==> config.mk <==
export PLATFORM = sky130hd
export DESIGN_NAME = DaqSubsystem
export DESIGN_NICKNAME = d
export VERILOG_FILES = /design/src/hdl/AsicTimingPkg.sv /design/src/hdl/DaqTypesPkg.sv /design/src/hdl/DaqDataMux.sv /design/src/hdl/DaqSubsystem.sv /design/src/hdl/EdgeSync.sv /design/src/hdl/SlaveDaq.sv /design/src/hdl/TriggerCounter.sv
export SDC_FILE = /design/constraint.sdc
export NUM_CORES = 1
export LEC_CHECK = 0
export ABC_AREA = 0
export BUFFER_PORTS_ARGS = -buffer_cell sky130_fd_sc_hd__buf_2
export CORE_ASPECT_RATIO = 1.75
export CORE_MARGIN = 2
export CORE_UTILIZATION = 40
export DETAILED_ROUTE_END_ITERATION = 8
export GPL_TIMING_DRIVEN = 0
export PLACE_DENSITY = 0.74
export SYNTH_ARGS = -nofsm -noshare
export SYNTH_HDL_FRONTEND = slang
export SYNTH_HIERARCHICAL = 1
export SYNTH_SLANG_ARGS = --single-unit
==> constraint.sdc <==
create_clock -name Clk -period 2.6 [get_ports Clk]
set_clock_uncertainty 0.05 [all_clocks]
set_input_delay 0 -clock Clk [delete_from_list [all_inputs] [get_ports Clk]]
set_output_delay 0 -clock Clk [all_outputs]
set_load 0.05 [all_outputs]
==> src/hdl/AsicTimingPkg.sv <==
package AsicTimingPkg;

    ////////////////////
    // Chip timing, in Clk cycles
    ////////////////////

    // Clock LVDS receivers wake-up while ResetB is held low
    localparam int unsigned TimeMinPowerReset = 8;

    // Internal management after reset release, slow and fast clock ticks
    localparam int unsigned TimeMinResetStart = 40;

    // Minimum width of the readout start pulse
    localparam int unsigned TimeMinSro = 16;

    ////////////////////
    // Run tail words
    ////////////////////
    localparam logic [15:0] TailMarkWord  = 16'hFF45;  // First word after stop
    localparam logic [7:0]  CountHiPrefix = 8'hCC;     // Tags the high count byte

endpackage

==> src/hdl/DaqTypesPkg.sv <==
package DaqTypesPkg;

    ////////////////////
    // Data path widths
    ////////////////////
    typedef logic [15:0] DaqWord;     // ASIC data and output word
    typedef logic [23:0] TrigCount;   // Triggers seen over one run
    typedef logic [15:0] DelayCount;  // Shared timer and programmed times

    // Sequencer states, in the order the chip walks through them
    typedef enum logic [3:0] {
        IDLE              = 4'd0,
        CHIP_RESET        = 4'd1,
        POWER_ON          = 4'd2,
        RELEASE           = 4'd3,
        WAIT_START        = 4'd4,
        START_ACQUISITION = 4'd5,
        WAIT_READ         = 4'd6,
        START_READOUT     = 4'd7,
        WAIT_READ_DONE    = 4'd8,
        ONCE_END          = 4'd9,
        OUT_TAIL          = 4'd10,
        OUT_COUNT_HI      = 4'd11,
        OUT_COUNT_LO      = 4'd12,
        ALL_DONE          = 4'd13
    } DaqState;

    // Which tail word goes out in place of the ASIC stream
    typedef enum logic [1:0] {
        TAIL_NONE, TAIL_MARK, TAIL_COUNT_HI, TAIL_COUNT_LO
    } TailSel;

endpackage

==> src/hdl/DaqDataMux.sv <==
`timescale 1ns/1ps

module DaqDataMux (
    input  DaqTypesPkg::TailSel   TailSelect,
    input  logic                  TailValid,
    input  DaqTypesPkg::TrigCount TrigCountValue,
    input  DaqTypesPkg::DaqWord   MicrorocData,
    input  logic                  MicrorocDataEn,
    output DaqTypesPkg::DaqWord   SlaveDaqData,
    output logic                  SlaveDaqDataEn
);

    import DaqTypesPkg::*;
    import AsicTimingPkg::*;

    ////////////////////
    // Output word select
    ////////////////////
    always_comb begin
        case (TailSelect)
            TAIL_MARK: begin
                SlaveDaqData   = TailMarkWord;
                SlaveDaqDataEn = TailValid;
            end
            TAIL_COUNT_HI: begin
                SlaveDaqData   = {CountHiPrefix, TrigCountValue[23:16]};
                SlaveDaqDataEn = TailValid;
            end
            TAIL_COUNT_LO: begin
                SlaveDaqData   = TrigCountValue[15:0];
                SlaveDaqDataEn = TailValid;
            end
            default: begin  // Normal readout, chip stream straight through
                SlaveDaqData   = MicrorocData;
                SlaveDaqDataEn = MicrorocDataEn;
            end
        endcase
    end

endmodule

==> src/hdl/DaqSubsystem.sv <==
`timescale 1ns/1ps

module DaqSubsystem (
    input  logic                   Clk,
    input  logic                   reset_n,
    input  logic                   ModuleStart,
    input  logic                   AcqStart,
    input  logic                   ChipSatB,
    input  logic                   EndReadout,
    input  DaqTypesPkg::DelayCount AcquisitionTime,
    input  DaqTypesPkg::DelayCount EndHoldTime,
    input  DaqTypesPkg::DaqWord    MicrorocData,
    input  logic                   MicrorocDataEn,
    input  logic                   DataTransmitDone,
    output logic                   ResetB,
    output logic                   StartAcq,
    output logic                   ForceExternalRaz,
    output logic                   StartReadout,
    output logic                   PwrOnA,
    output logic                   PwrOnD,
    output logic                   PwrOnDac,
    output logic                   OnceEnd,
    output logic                   AllDone,
    output DaqTypesPkg::DaqWord    SlaveDaqData,
    output logic                   SlaveDaqDataEn
);

    import DaqTypesPkg::*;

    logic     trigRise;
    logic     satFall;
    logic     satRise;
    logic     endReadoutSync;
    logic     trigCountEn;
    logic     trigCountClr;
    TrigCount trigCountValue;
    TailSel   tailSelect;
    logic     tailValid;

    ////////////////////
    // Input synchronizers
    ////////////////////
    EdgeSync #(.ResetLevel(1'b0)) u_trigSync (
        .Clk(Clk), .reset_n(reset_n), .AsyncIn(AcqStart),
        .Level(), .Rise(trigRise), .Fall()
    );

    EdgeSync #(.ResetLevel(1'b1)) u_satSync (  // Active-low line idles high
        .Clk(Clk), .reset_n(reset_n), .AsyncIn(ChipSatB),
        .Level(), .Rise(satRise), .Fall(satFall)
    );

    EdgeSync #(.ResetLevel(1'b0)) u_endReadSync (
        .Clk(Clk), .reset_n(reset_n), .AsyncIn(EndReadout),
        .Level(endReadoutSync), .Rise(), .Fall()
    );

    ////////////////////
    // Sequencer, counter and output word
    ////////////////////
    SlaveDaq u_slaveDaq (
        .Clk(Clk), .reset_n(reset_n), .ModuleStart(ModuleStart),
        .TrigRise(trigRise), .SatFall(satFall), .SatRise(satRise),
        .EndReadoutSync(endReadoutSync), .AcquisitionTime(AcquisitionTime),
        .EndHoldTime(EndHoldTime), .DataTransmitDone(DataTransmitDone),
        .ResetB(ResetB), .StartAcq(StartAcq), .ForceExternalRaz(ForceExternalRaz),
        .StartReadout(StartReadout), .PwrOnA(PwrOnA), .PwrOnD(PwrOnD),
        .PwrOnDac(PwrOnDac), .OnceEnd(OnceEnd), .AllDone(AllDone),
        .TrigCountEn(trigCountEn), .TrigCountClr(trigCountClr),
        .TailSelect(tailSelect), .TailValid(tailValid)
    );

    TriggerCounter u_trigCounter (
        .Clk(Clk), .reset_n(reset_n), .TrigRise(trigRise),
        .TrigCountEn(trigCountEn), .TrigCountClr(trigCountClr),
        .TrigCountValue(trigCountValue)
    );

    DaqDataMux u_dataMux (
        .TailSelect(tailSelect), .TailValid(tailValid),
        .TrigCountValue(trigCountValue), .MicrorocData(MicrorocData),
        .MicrorocDataEn(MicrorocDataEn), .SlaveDaqData(SlaveDaqData),
        .SlaveDaqDataEn(SlaveDaqDataEn)
    );

endmodule

==> src/hdl/EdgeSync.sv <==
`timescale 1ns/1ps

module EdgeSync #(
    parameter bit ResetLevel = 1'b0  // Idle level of the line
) (
    input  logic Clk,
    input  logic reset_n,
    input  logic AsyncIn,
    output logic Level,
    output logic Rise,
    output logic Fall
);

    logic syncQ1;  // Metastability stage
    logic syncQ2;  // Previous sample

    always_ff @(posedge Clk or negedge reset_n) begin
        if (!reset_n) begin
            syncQ1 <= ResetLevel;
            syncQ2 <= ResetLevel;
        end else begin
            syncQ1 <= AsyncIn;
            syncQ2 <= syncQ1;
        end
    end

    // One-cycle pulses on a change between the two stages
    assign Rise  = syncQ1 & ~syncQ2;
    assign Fall  = ~syncQ1 & syncQ2;
    assign Level = syncQ2;

endmodule

==> src/hdl/SlaveDaq.sv <==
`timescale 1ns/1ps

module SlaveDaq (
    input  logic                   Clk,
    input  logic                   reset_n,
    input  logic                   ModuleStart,
    input  logic                   TrigRise,        // Synchronized trigger edge
    input  logic                   SatFall,         // Chip memory full
    input  logic                   SatRise,         // Readout may start
    input  logic                   EndReadoutSync,
    input  DaqTypesPkg::DelayCount AcquisitionTime,
    input  DaqTypesPkg::DelayCount EndHoldTime,
    input  logic                   DataTransmitDone,
    output logic                   ResetB,
    output logic                   StartAcq,
    output logic                   ForceExternalRaz,
    output logic                   StartReadout,
    output logic                   PwrOnA,
    output logic                   PwrOnD,
    output logic                   PwrOnDac,
    output logic                   OnceEnd,
    output logic                   AllDone,
    output logic                   TrigCountEn,
    output logic                   TrigCountClr,
    output DaqTypesPkg::TailSel    TailSelect,
    output logic                   TailValid
);

    import DaqTypesPkg::*;
    import AsicTimingPkg::*;

    DaqState   state;
    DelayCount delayCnt;  // Shared by every timed state

    ////////////////////
    // Sequencer
    ////////////////////
    always_ff @(posedge Clk or negedge reset_n) begin
        if (!reset_n) begin
            state            <= IDLE;
            delayCnt         <= '0;
            ResetB           <= 1'b1;
            StartAcq         <= 1'b0;
            ForceExternalRaz <= 1'b1;
            StartReadout     <= 1'b0;
            OnceEnd          <= 1'b0;
            AllDone          <= 1'b0;
            TrigCountEn      <= 1'b0;
            TrigCountClr     <= 1'b0;
            TailValid        <= 1'b0;
        end else begin
            case (state)
                IDLE: begin
                    if (ModuleStart) begin
                        ResetB       <= 1'b0;
                        TrigCountClr <= 1'b1;  // Held until the chip is released
                        state        <= CHIP_RESET;
                    end
                end
                CHIP_RESET: begin
                    state <= POWER_ON;
                end
                POWER_ON: begin
                    if (delayCnt < TimeMinPowerReset) begin
                        delayCnt <= delayCnt + 16'd1;
                    end else begin
                        delayCnt <= '0;
                        ResetB   <= 1'b1;
                        state    <= RELEASE;
                    end
                end
                RELEASE: begin
                    if (delayCnt < TimeMinResetStart) begin
                        delayCnt <= delayCnt + 16'd1;
                    end else begin
                        delayCnt     <= '0;
                        TrigCountClr <= 1'b0;
                        TrigCountEn  <= 1'b1;
                        state        <= WAIT_START;
                    end
                end
                WAIT_START: begin
                    if (!ModuleStart) begin  // Run stopped, send the tail
                        TrigCountEn <= 1'b0;
                        state       <= OUT_TAIL;
                    end else if (TrigRise) begin
                        StartAcq         <= 1'b1;
                        ForceExternalRaz <= 1'b0;
                        state            <= START_ACQUISITION;
                    end
                end
                START_ACQUISITION: begin
                    // Window ends on timeout or when the chip fills up
                    if (delayCnt >= AcquisitionTime || SatFall) begin
                        delayCnt         <= '0;
                        StartAcq         <= 1'b0;
                        ForceExternalRaz <= 1'b1;
                        state            <= WAIT_READ;
                    end else begin
                        delayCnt <= delayCnt + 16'd1;
                    end
                end
                WAIT_READ: begin
                    if (SatRise) begin
                        StartReadout <= 1'b1;
                        state        <= START_READOUT;
                    end
                end
                START_READOUT: begin
                    if (delayCnt < TimeMinSro) begin
                        delayCnt <= delayCnt + 16'd1;
                    end else begin
                        delayCnt     <= '0;
                        StartReadout <= 1'b0;
                        state        <= WAIT_READ_DONE;
                    end
                end
                WAIT_READ_DONE: begin
                    if (EndReadoutSync) begin
                        OnceEnd <= 1'b1;
                        state   <= ONCE_END;
                    end
                end
                ONCE_END: begin
                    if (delayCnt < EndHoldTime) begin
                        delayCnt <= delayCnt + 16'd1;
                    end else begin
                        delayCnt <= '0;
                        OnceEnd  <= 1'b0;
                        state    <= WAIT_START;  // Ready for the next trigger
                    end
                end
                OUT_TAIL, OUT_COUNT_HI, OUT_COUNT_LO: begin
                    // Two cycles per word, strobe in the second one
                    if (delayCnt == 16'd0) begin
                        delayCnt  <= 16'd1;
                        TailValid <= 1'b1;
                    end else begin
                        delayCnt  <= '0;
                        TailValid <= 1'b0;
                        case (state)
                            OUT_TAIL:     state <= OUT_COUNT_HI;
                            OUT_COUNT_HI: state <= OUT_COUNT_LO;
                            default: begin
                                AllDone <= 1'b1;
                                state   <= ALL_DONE;
                            end
                        endcase
                    end
                end
                ALL_DONE: begin
                    if (DataTransmitDone) begin
                        AllDone <= 1'b0;
                        state   <= IDLE;
                    end
                end
                default: begin
                    state <= IDLE;
                end
            endcase
        end
    end

    ////////////////////
    // Power pulsing and tail word decode
    ////////////////////
    always_comb begin
        PwrOnA = state inside {CHIP_RESET, POWER_ON, RELEASE, WAIT_START,
                               START_ACQUISITION, WAIT_READ, START_READOUT,
                               WAIT_READ_DONE, ONCE_END};
        PwrOnDac = PwrOnA;
        PwrOnD   = PwrOnA && (state != CHIP_RESET);  // Digital part one cycle later
    end

    always_comb begin
        case (state)
            OUT_TAIL:     TailSelect = TAIL_MARK;
            OUT_COUNT_HI: TailSelect = TAIL_COUNT_HI;
            OUT_COUNT_LO: TailSelect = TAIL_COUNT_LO;
            default:      TailSelect = TAIL_NONE;
        endcase
    end

    // The chip must never be acquiring while idle, powering up or in the tail
    StartAcqOnlyInWindow: assert property (@(posedge Clk) disable iff (!reset_n)
        StartAcq |-> (state inside {START_ACQUISITION, WAIT_READ, START_READOUT,
                                    WAIT_READ_DONE}))
        else $error("Error %0t StartAcq high in state %s", $time, state.name());

    TailStrobeHasWord: assert property (@(posedge Clk) disable iff (!reset_n)
        TailValid |-> (TailSelect != TAIL_NONE))
        else $error("Error %0t TailValid without a tail word", $time);

endmodule

==> src/hdl/TriggerCounter.sv <==
`timescale 1ns/1ps

module TriggerCounter (
    input  logic                  Clk,
    input  logic                  reset_n,
    input  logic                  TrigRise,
    input  logic                  TrigCountEn,
    input  logic                  TrigCountClr,
    output DaqTypesPkg::TrigCount TrigCountValue
);

    ////////////////////
    // Trigger count
    ////////////////////
    always_ff @(posedge Clk or negedge reset_n) begin
        if (!reset_n) begin
            TrigCountValue <= '0;
        end else if (TrigCountClr) begin  // Clear wins over counting
            TrigCountValue <= '0;
        end else if (TrigCountEn && TrigRise) begin
            TrigCountValue <= TrigCountValue + 24'd1;
        end
    end

    // The tail reports a frozen count once the run has stopped
    CountFrozenWhenOff: assert property (@(posedge Clk) disable iff (!reset_n)
        (!TrigCountEn && !TrigCountClr) |=> (TrigCountValue == $past(TrigCountValue)))
        else $error("Error %0t TrigCountValue expected %0d actual %0d", $time,
                    $past(TrigCountValue), TrigCountValue);

endmodule

Word level (Yosys, flattened, before mapping):

Cells that the tools add are included.

* add/subtract/negate cells: 2
* $mul: 0
* divide/modulo/power cells: 0
* order comparisons: 5
* equal/unequal tests: 32
* shift-type cells: 0
* mux-type cells: 54
* bitwise operators: 6
* reduce and logical (&&, ||, !) cells: 26

Operator list (number)
* case mux 16 bit (6 select lines): 1
* two-way mux 16 bit: 5
* two-way mux 24 bit: 2
* two-way mux 4 bit: 12
* case mux 16 bit (3 select lines): 1
* case mux 4 bit (12 select lines): 1
* adder 24 x 1 -> 24 bit, second input constant: 1
* equality test 4 bit, second input constant: 6
* != test 2 bit, second input constant: 12
* two-way mux 1 bit: 22
* adder 16 x 1 -> 16 bit, second input constant: 1
* equality test 4 x 3 -> 1 bit, second input constant: 4
* >= comparator 16 bit: 1
* logical NOT 16 bit: 1
* < comparator 16 bit: 1
* < comparator 16 x 4 -> 1 bit, second input constant: 1
* < comparator 16 x 5 -> 1 bit, second input constant: 1
* < comparator 16 x 6 -> 1 bit, second input constant: 1
* case mux 1 bit (2 select lines): 8
* nonzero test 2 bit: 8
* AND reduction 3 bit: 5
* AND reduction 11 bit: 1
* nonzero test 9 bit: 1
* equality test 4 x 2 -> 1 bit, second input constant: 2
* other kinds (17): 26

* flip-flop bits (word level): 59
* latch bits: 0
* bits in writable memories: 0
* bits in read-only memories: 0
* input port bits: 56
* output and inout bits: 26
* word-level logic and storage cells: 143
* memories kept: 0

Longest topological paths before layout:

* depth after elaboration: 5
* depth in mapped cells: 9
* mapped depth without buffers: 8

Cells and area by module:

Netlist, hierarchy kept.

Modules (own cells, without submodules)
* SlaveDaq: times used 1, cells an instance 358, area each 2741.4 µm², sequential area each 728.2 µm²
* TriggerCounter: times used 1, cells an instance 131, area each 1234.9 µm², sequential area each 600.6 µm²
* DaqDataMux: times used 1, cells an instance 37, area each 320.3 µm², sequential area each 0.0 µm²
* EdgeSync at u_endReadSync ...: times used 2, cells an instance 4, area each 65.1 µm², sequential area each 50.0 µm²
* EdgeSync at u_satSync: times used 1, cells an instance 4, area each 67.6 µm², sequential area each 52.6 µm²

Worst setup path after synthesis:

No wires, ideal clock.

* kind: reg-to-reg
* from: reg u_slaveDaq.delayCnt[15]
* to: reg u_slaveDaq.state[0]
* library setup time: 0.125 ns
* data arrival time: 2.417 ns
* path slack: 0.008 ns
* cell stages (with the launch flop): 9
* buffers on the path: 1
* period minus slack after synthesis: 2.592 ns
* path through: dfrtp_1 > ha_1 > nand4_1 > nor4_1 > a32oi_1 > a31o_1 > or4_1 > buf_2 > mux2_4

* cells in the longest elaborated chain, start to end: 4

RTL lines
* start: declaration: line SlaveDaq.sv:33 `DelayCount delayCnt;`
* start signal: assignment: line SlaveDaq.sv:65 `delayCnt <= delayCnt + 16'd1;`
* start signal: assignment: line SlaveDaq.sv:74 `delayCnt <= delayCnt + 16'd1;`
* start signal: assignment: line SlaveDaq.sv:100 `delayCnt <= delayCnt + 16'd1;`
* >= comparator 16 bit: line SlaveDaq.sv:94 `if (delayCnt >= AcquisitionTime || SatFall) begin`
* logical OR 1 bit: line SlaveDaq.sv:94
* != test 2 x 1 -> 1 bit (no line)
* AND reduction 11 bit (no line) (*)
* end signal: assignment: line SlaveDaq.sv:89 `state <= START_ACQUISITION;`
* end signal: assignment: line SlaveDaq.sv:98 `state <= WAIT_READ;`
* end signal: assignment: line SlaveDaq.sv:106 `state <= START_READOUT;`
* end: declaration: line SlaveDaq.sv:32 `DaqState state;`

Every way passes the cells marked *; elsewhere a longest branch is shown, timed or not.
A chain may end at the register's enable or synchronous reset.

Final worst setup path:

* from: reg u_slaveDaq.delayCnt[8]
* to: reg u_slaveDaq.state[1]

The elaborated chain is that of the path after synthesis.

==> results_dict.tcl <==
set metrics [dict create \
    p_leak_nw 2.57 \
    synth_nets 625 \
    cts_made_buffers 9 \
    whs_ns 0.116 \
    dp_slack_ns -0.422 \
    clkTransAtPathRegs_ns 0.05 \
    start_kind "flip-flop" \
    die_w_microns 83.9 \
    dr.pass1.iters 5 \
    num_antenna_cells 0 \
    crit_fanout 4 \
    outcome "finished, violations left" \
    cts-htree-levels 3 \
    r2r_end "u_slaveDaq/state[1]" \
    via_per_inst 5.93 \
    dp_hpwl_microns 10200 \
    synthToLayoutAreaGrowth_pct 28.9 \
    post_drt_wl_per_cell_microns 17.8 \
    dieArea_sq_um 12100 \
    fin_nets 737 \
    worstSkewPairLatency_ns 0.33 \
    timing.slew.headroom 0.502 \
    drtAntennaViolNets 0 \
    grt_max_degree 60 \
    grt_overflow 0 \
    design.core.area_sq_um 11000 \
    rsz0062_at_grt "yes" \
    worst_pin_slew_ns 0.747 \
    vias 4647 \
    fmax_mhz 384 \
    rows 51 \
    grt_pass1_wl_microns 22700 \
    ioPinCount 82 \
    first_iter_violations 185 \
    netlist_area_sq_um 4470 \
    r2r_start "u_slaveDaq/delayCnt[8]" \
    finalHoldViolCount 0 \
    grt_antenna_before_repair 0 \
    peakVddDrop_mv 0.628 \
    finalCritPeriodShare 1.00 \
    io_buffers 80 \
    min-delay-start "ModuleStart" \
    arrival_ns 2.76 \
    gp_congestion 0.946 \
    cap_violations 0 \
    grt_pass1_vias 4796 \
    nFillCells 1014 \
    min_period_ns 2.60 \
    critPathKind "reg2reg" \
    avgSynthCellArea_sq_um 8.36 \
    yosys_warnings 6 \
    postSynthCellCount 535 \
    violations "setup timing" \
    drt-total-wl_microns 14000 \
    cts_sinks 59 \
    drive_above_1_share 0.282 \
    crit_chain "buf_6, ha_4, nand4_1, nor2_1, nor4b_4, nor4_4, or4_4, mux2_4" \
    root_buffer "clkbuf_16" \
    reg_top3 "u_trigCounter/TrigCountValue x24, u_slaveDaq/delayCnt x16, u_slaveDaq/state x4" \
    fin_tns_setup_ns -0.00247 \
    grt_usage 0.236 \
    cp_slowest_cell "or4_4" \
    crit_family "simple AND/OR/NAND/NOR gates" \
    cts.path.max_buffers 2 \
    start_util 0.405 \
    die_h_microns 144 \
    cp_slowest_stage_delay_ns 0.60 \
    largest-register "u_trigCounter/TrigCountValue" \
    hold_depth 3 \
    worst_setup_path_end_kind "flip-flop" \
    setup-violations-final 1 \
    hp-class "in2reg" \
    drcViolationCount 0 \
    reg2regPathDepth 8 \
    hold_end "u_slaveDaq/TrigCountEn" \
    reg2reg_slack_ns -0.002 \
    path_buf_inv 1 \
    crit_required_ns 2.76 \
    cts_tree "built" \
    p_per_area_nw_per_um2 916 \
    largest_reg_flops 24 \
    setup_ws_ns -0.00247 \
    slew_violations 0 \
]
[layout make-up]
| cell class | count | area (sq um) | area share |
|---|---|---|---|
| multi-input cells | 403 | 2870 | 0.498 |
| flip-flops and latches | 59 | 1500 | 0.260 |
| repair buffers | 103 | 613 | 0.106 |
| clock buffers | 9 | 225 | 0.0391 |
| inverters | 44 | 165 | 0.0287 |
| well taps | 132 | 165 | 0.0287 |
| plain buffers | 27 | 161 | 0.0280 |
| clock inverters | 7 | 68.8 | 0.0119 |
[metal layers]
layer | share of wire | up-vias | GRT usage
met1 | 0.34 | 2213 | 0.217
li1 | - | 2168 | -
met4 | 0.057 | 0 | 0.152
met2 | 0.56 | 215 | 0.467
met5 | 0 | - | 0
met3 | 0.052 | 51 | 0.0391
[cell usage in the layout (no fill, tap or decap), types with 7 or more instances in the layout]
cell,instances
buf_2,77
dfrtp_1,44
inv_1,43
nand2_1,43
a21oi_1,39
nor2_1,36
o21ai_0,34
ha_1,29
buf_4,26
nand3_1,19
nand4_1,18
nor3_1,13
or3_1,11
dfrtp_2,11
clkbuf_16,9
nor2b_1,9
mux2i_1,8
clkbuf_1,8
o22ai_1,8
o22a_1,7
nand2b_1,7
xnor2_1,7
[per-stage QoR]
stage	instances	cell area, sq um	util	total power [mW]
after CTS	781	5650	0.512	5.16
after floorplan	535	4470	-	3.12
after detailed placement	747	5040	0.456	3.79
final	784	5760	0.522	5.28
after global routing	784	5760	0.522	5.57
after global placement	747	5040	0.456	3.72
[worst reg2reg max path, cell delays in order, from the launching register on]
cell and delay (ns):
dfrtp_2 0.45, buf_6 0.14, ha_4 0.25, nand4_1 0.10, nor2_1 0.16, nor4b_4 0.34
nor4_4 0.06, or4_4 0.60, mux2_4 0.32
[what timing repair did]
| action | CTS | global route |
|---|---|---|
| pin swaps | 12 | 5 |
| setup endpoints to repair | 37 | 36 |
| hold endpoints to repair | 59 | 0 |
| setup buffers | 14 | 4 |
| hold buffers | 5 | 0 |
| gates resized for setup | 45 | 33 |
[where the power goes]
group | internal [mW] | total [mW] | switching (mW)
logic | 1.06 | 2.96 | 1.90
clock network | 0.737 | 1.16 | 0.427
registers | 1.04 | 1.15 | 0.111
total | 2.84 | 5.28 | 2.44
[how the worst max path moves through the flow]
stage	from	to	slack (ns)	cells after the start
floorplan	u_slaveDaq/delayCnt[15]	u_slaveDaq/state[0]	0.008	8
global placement	u_slaveDaq/delayCnt[15]	u_slaveDaq/state[2]	-0.38	8
detailed placement	u_slaveDaq/delayCnt[15]	u_slaveDaq/state[1]	-0.42	8
CTS	u_slaveDaq/delayCnt[8]	u_slaveDaq/state[1]	-0.03	8
global route	u_slaveDaq/delayCnt[11]	u_slaveDaq/state[1]	-0.11	7
finish	u_slaveDaq/delayCnt[8]	u_slaveDaq/state[1]	-0.002	8
(Power assumes the default switching activity.)
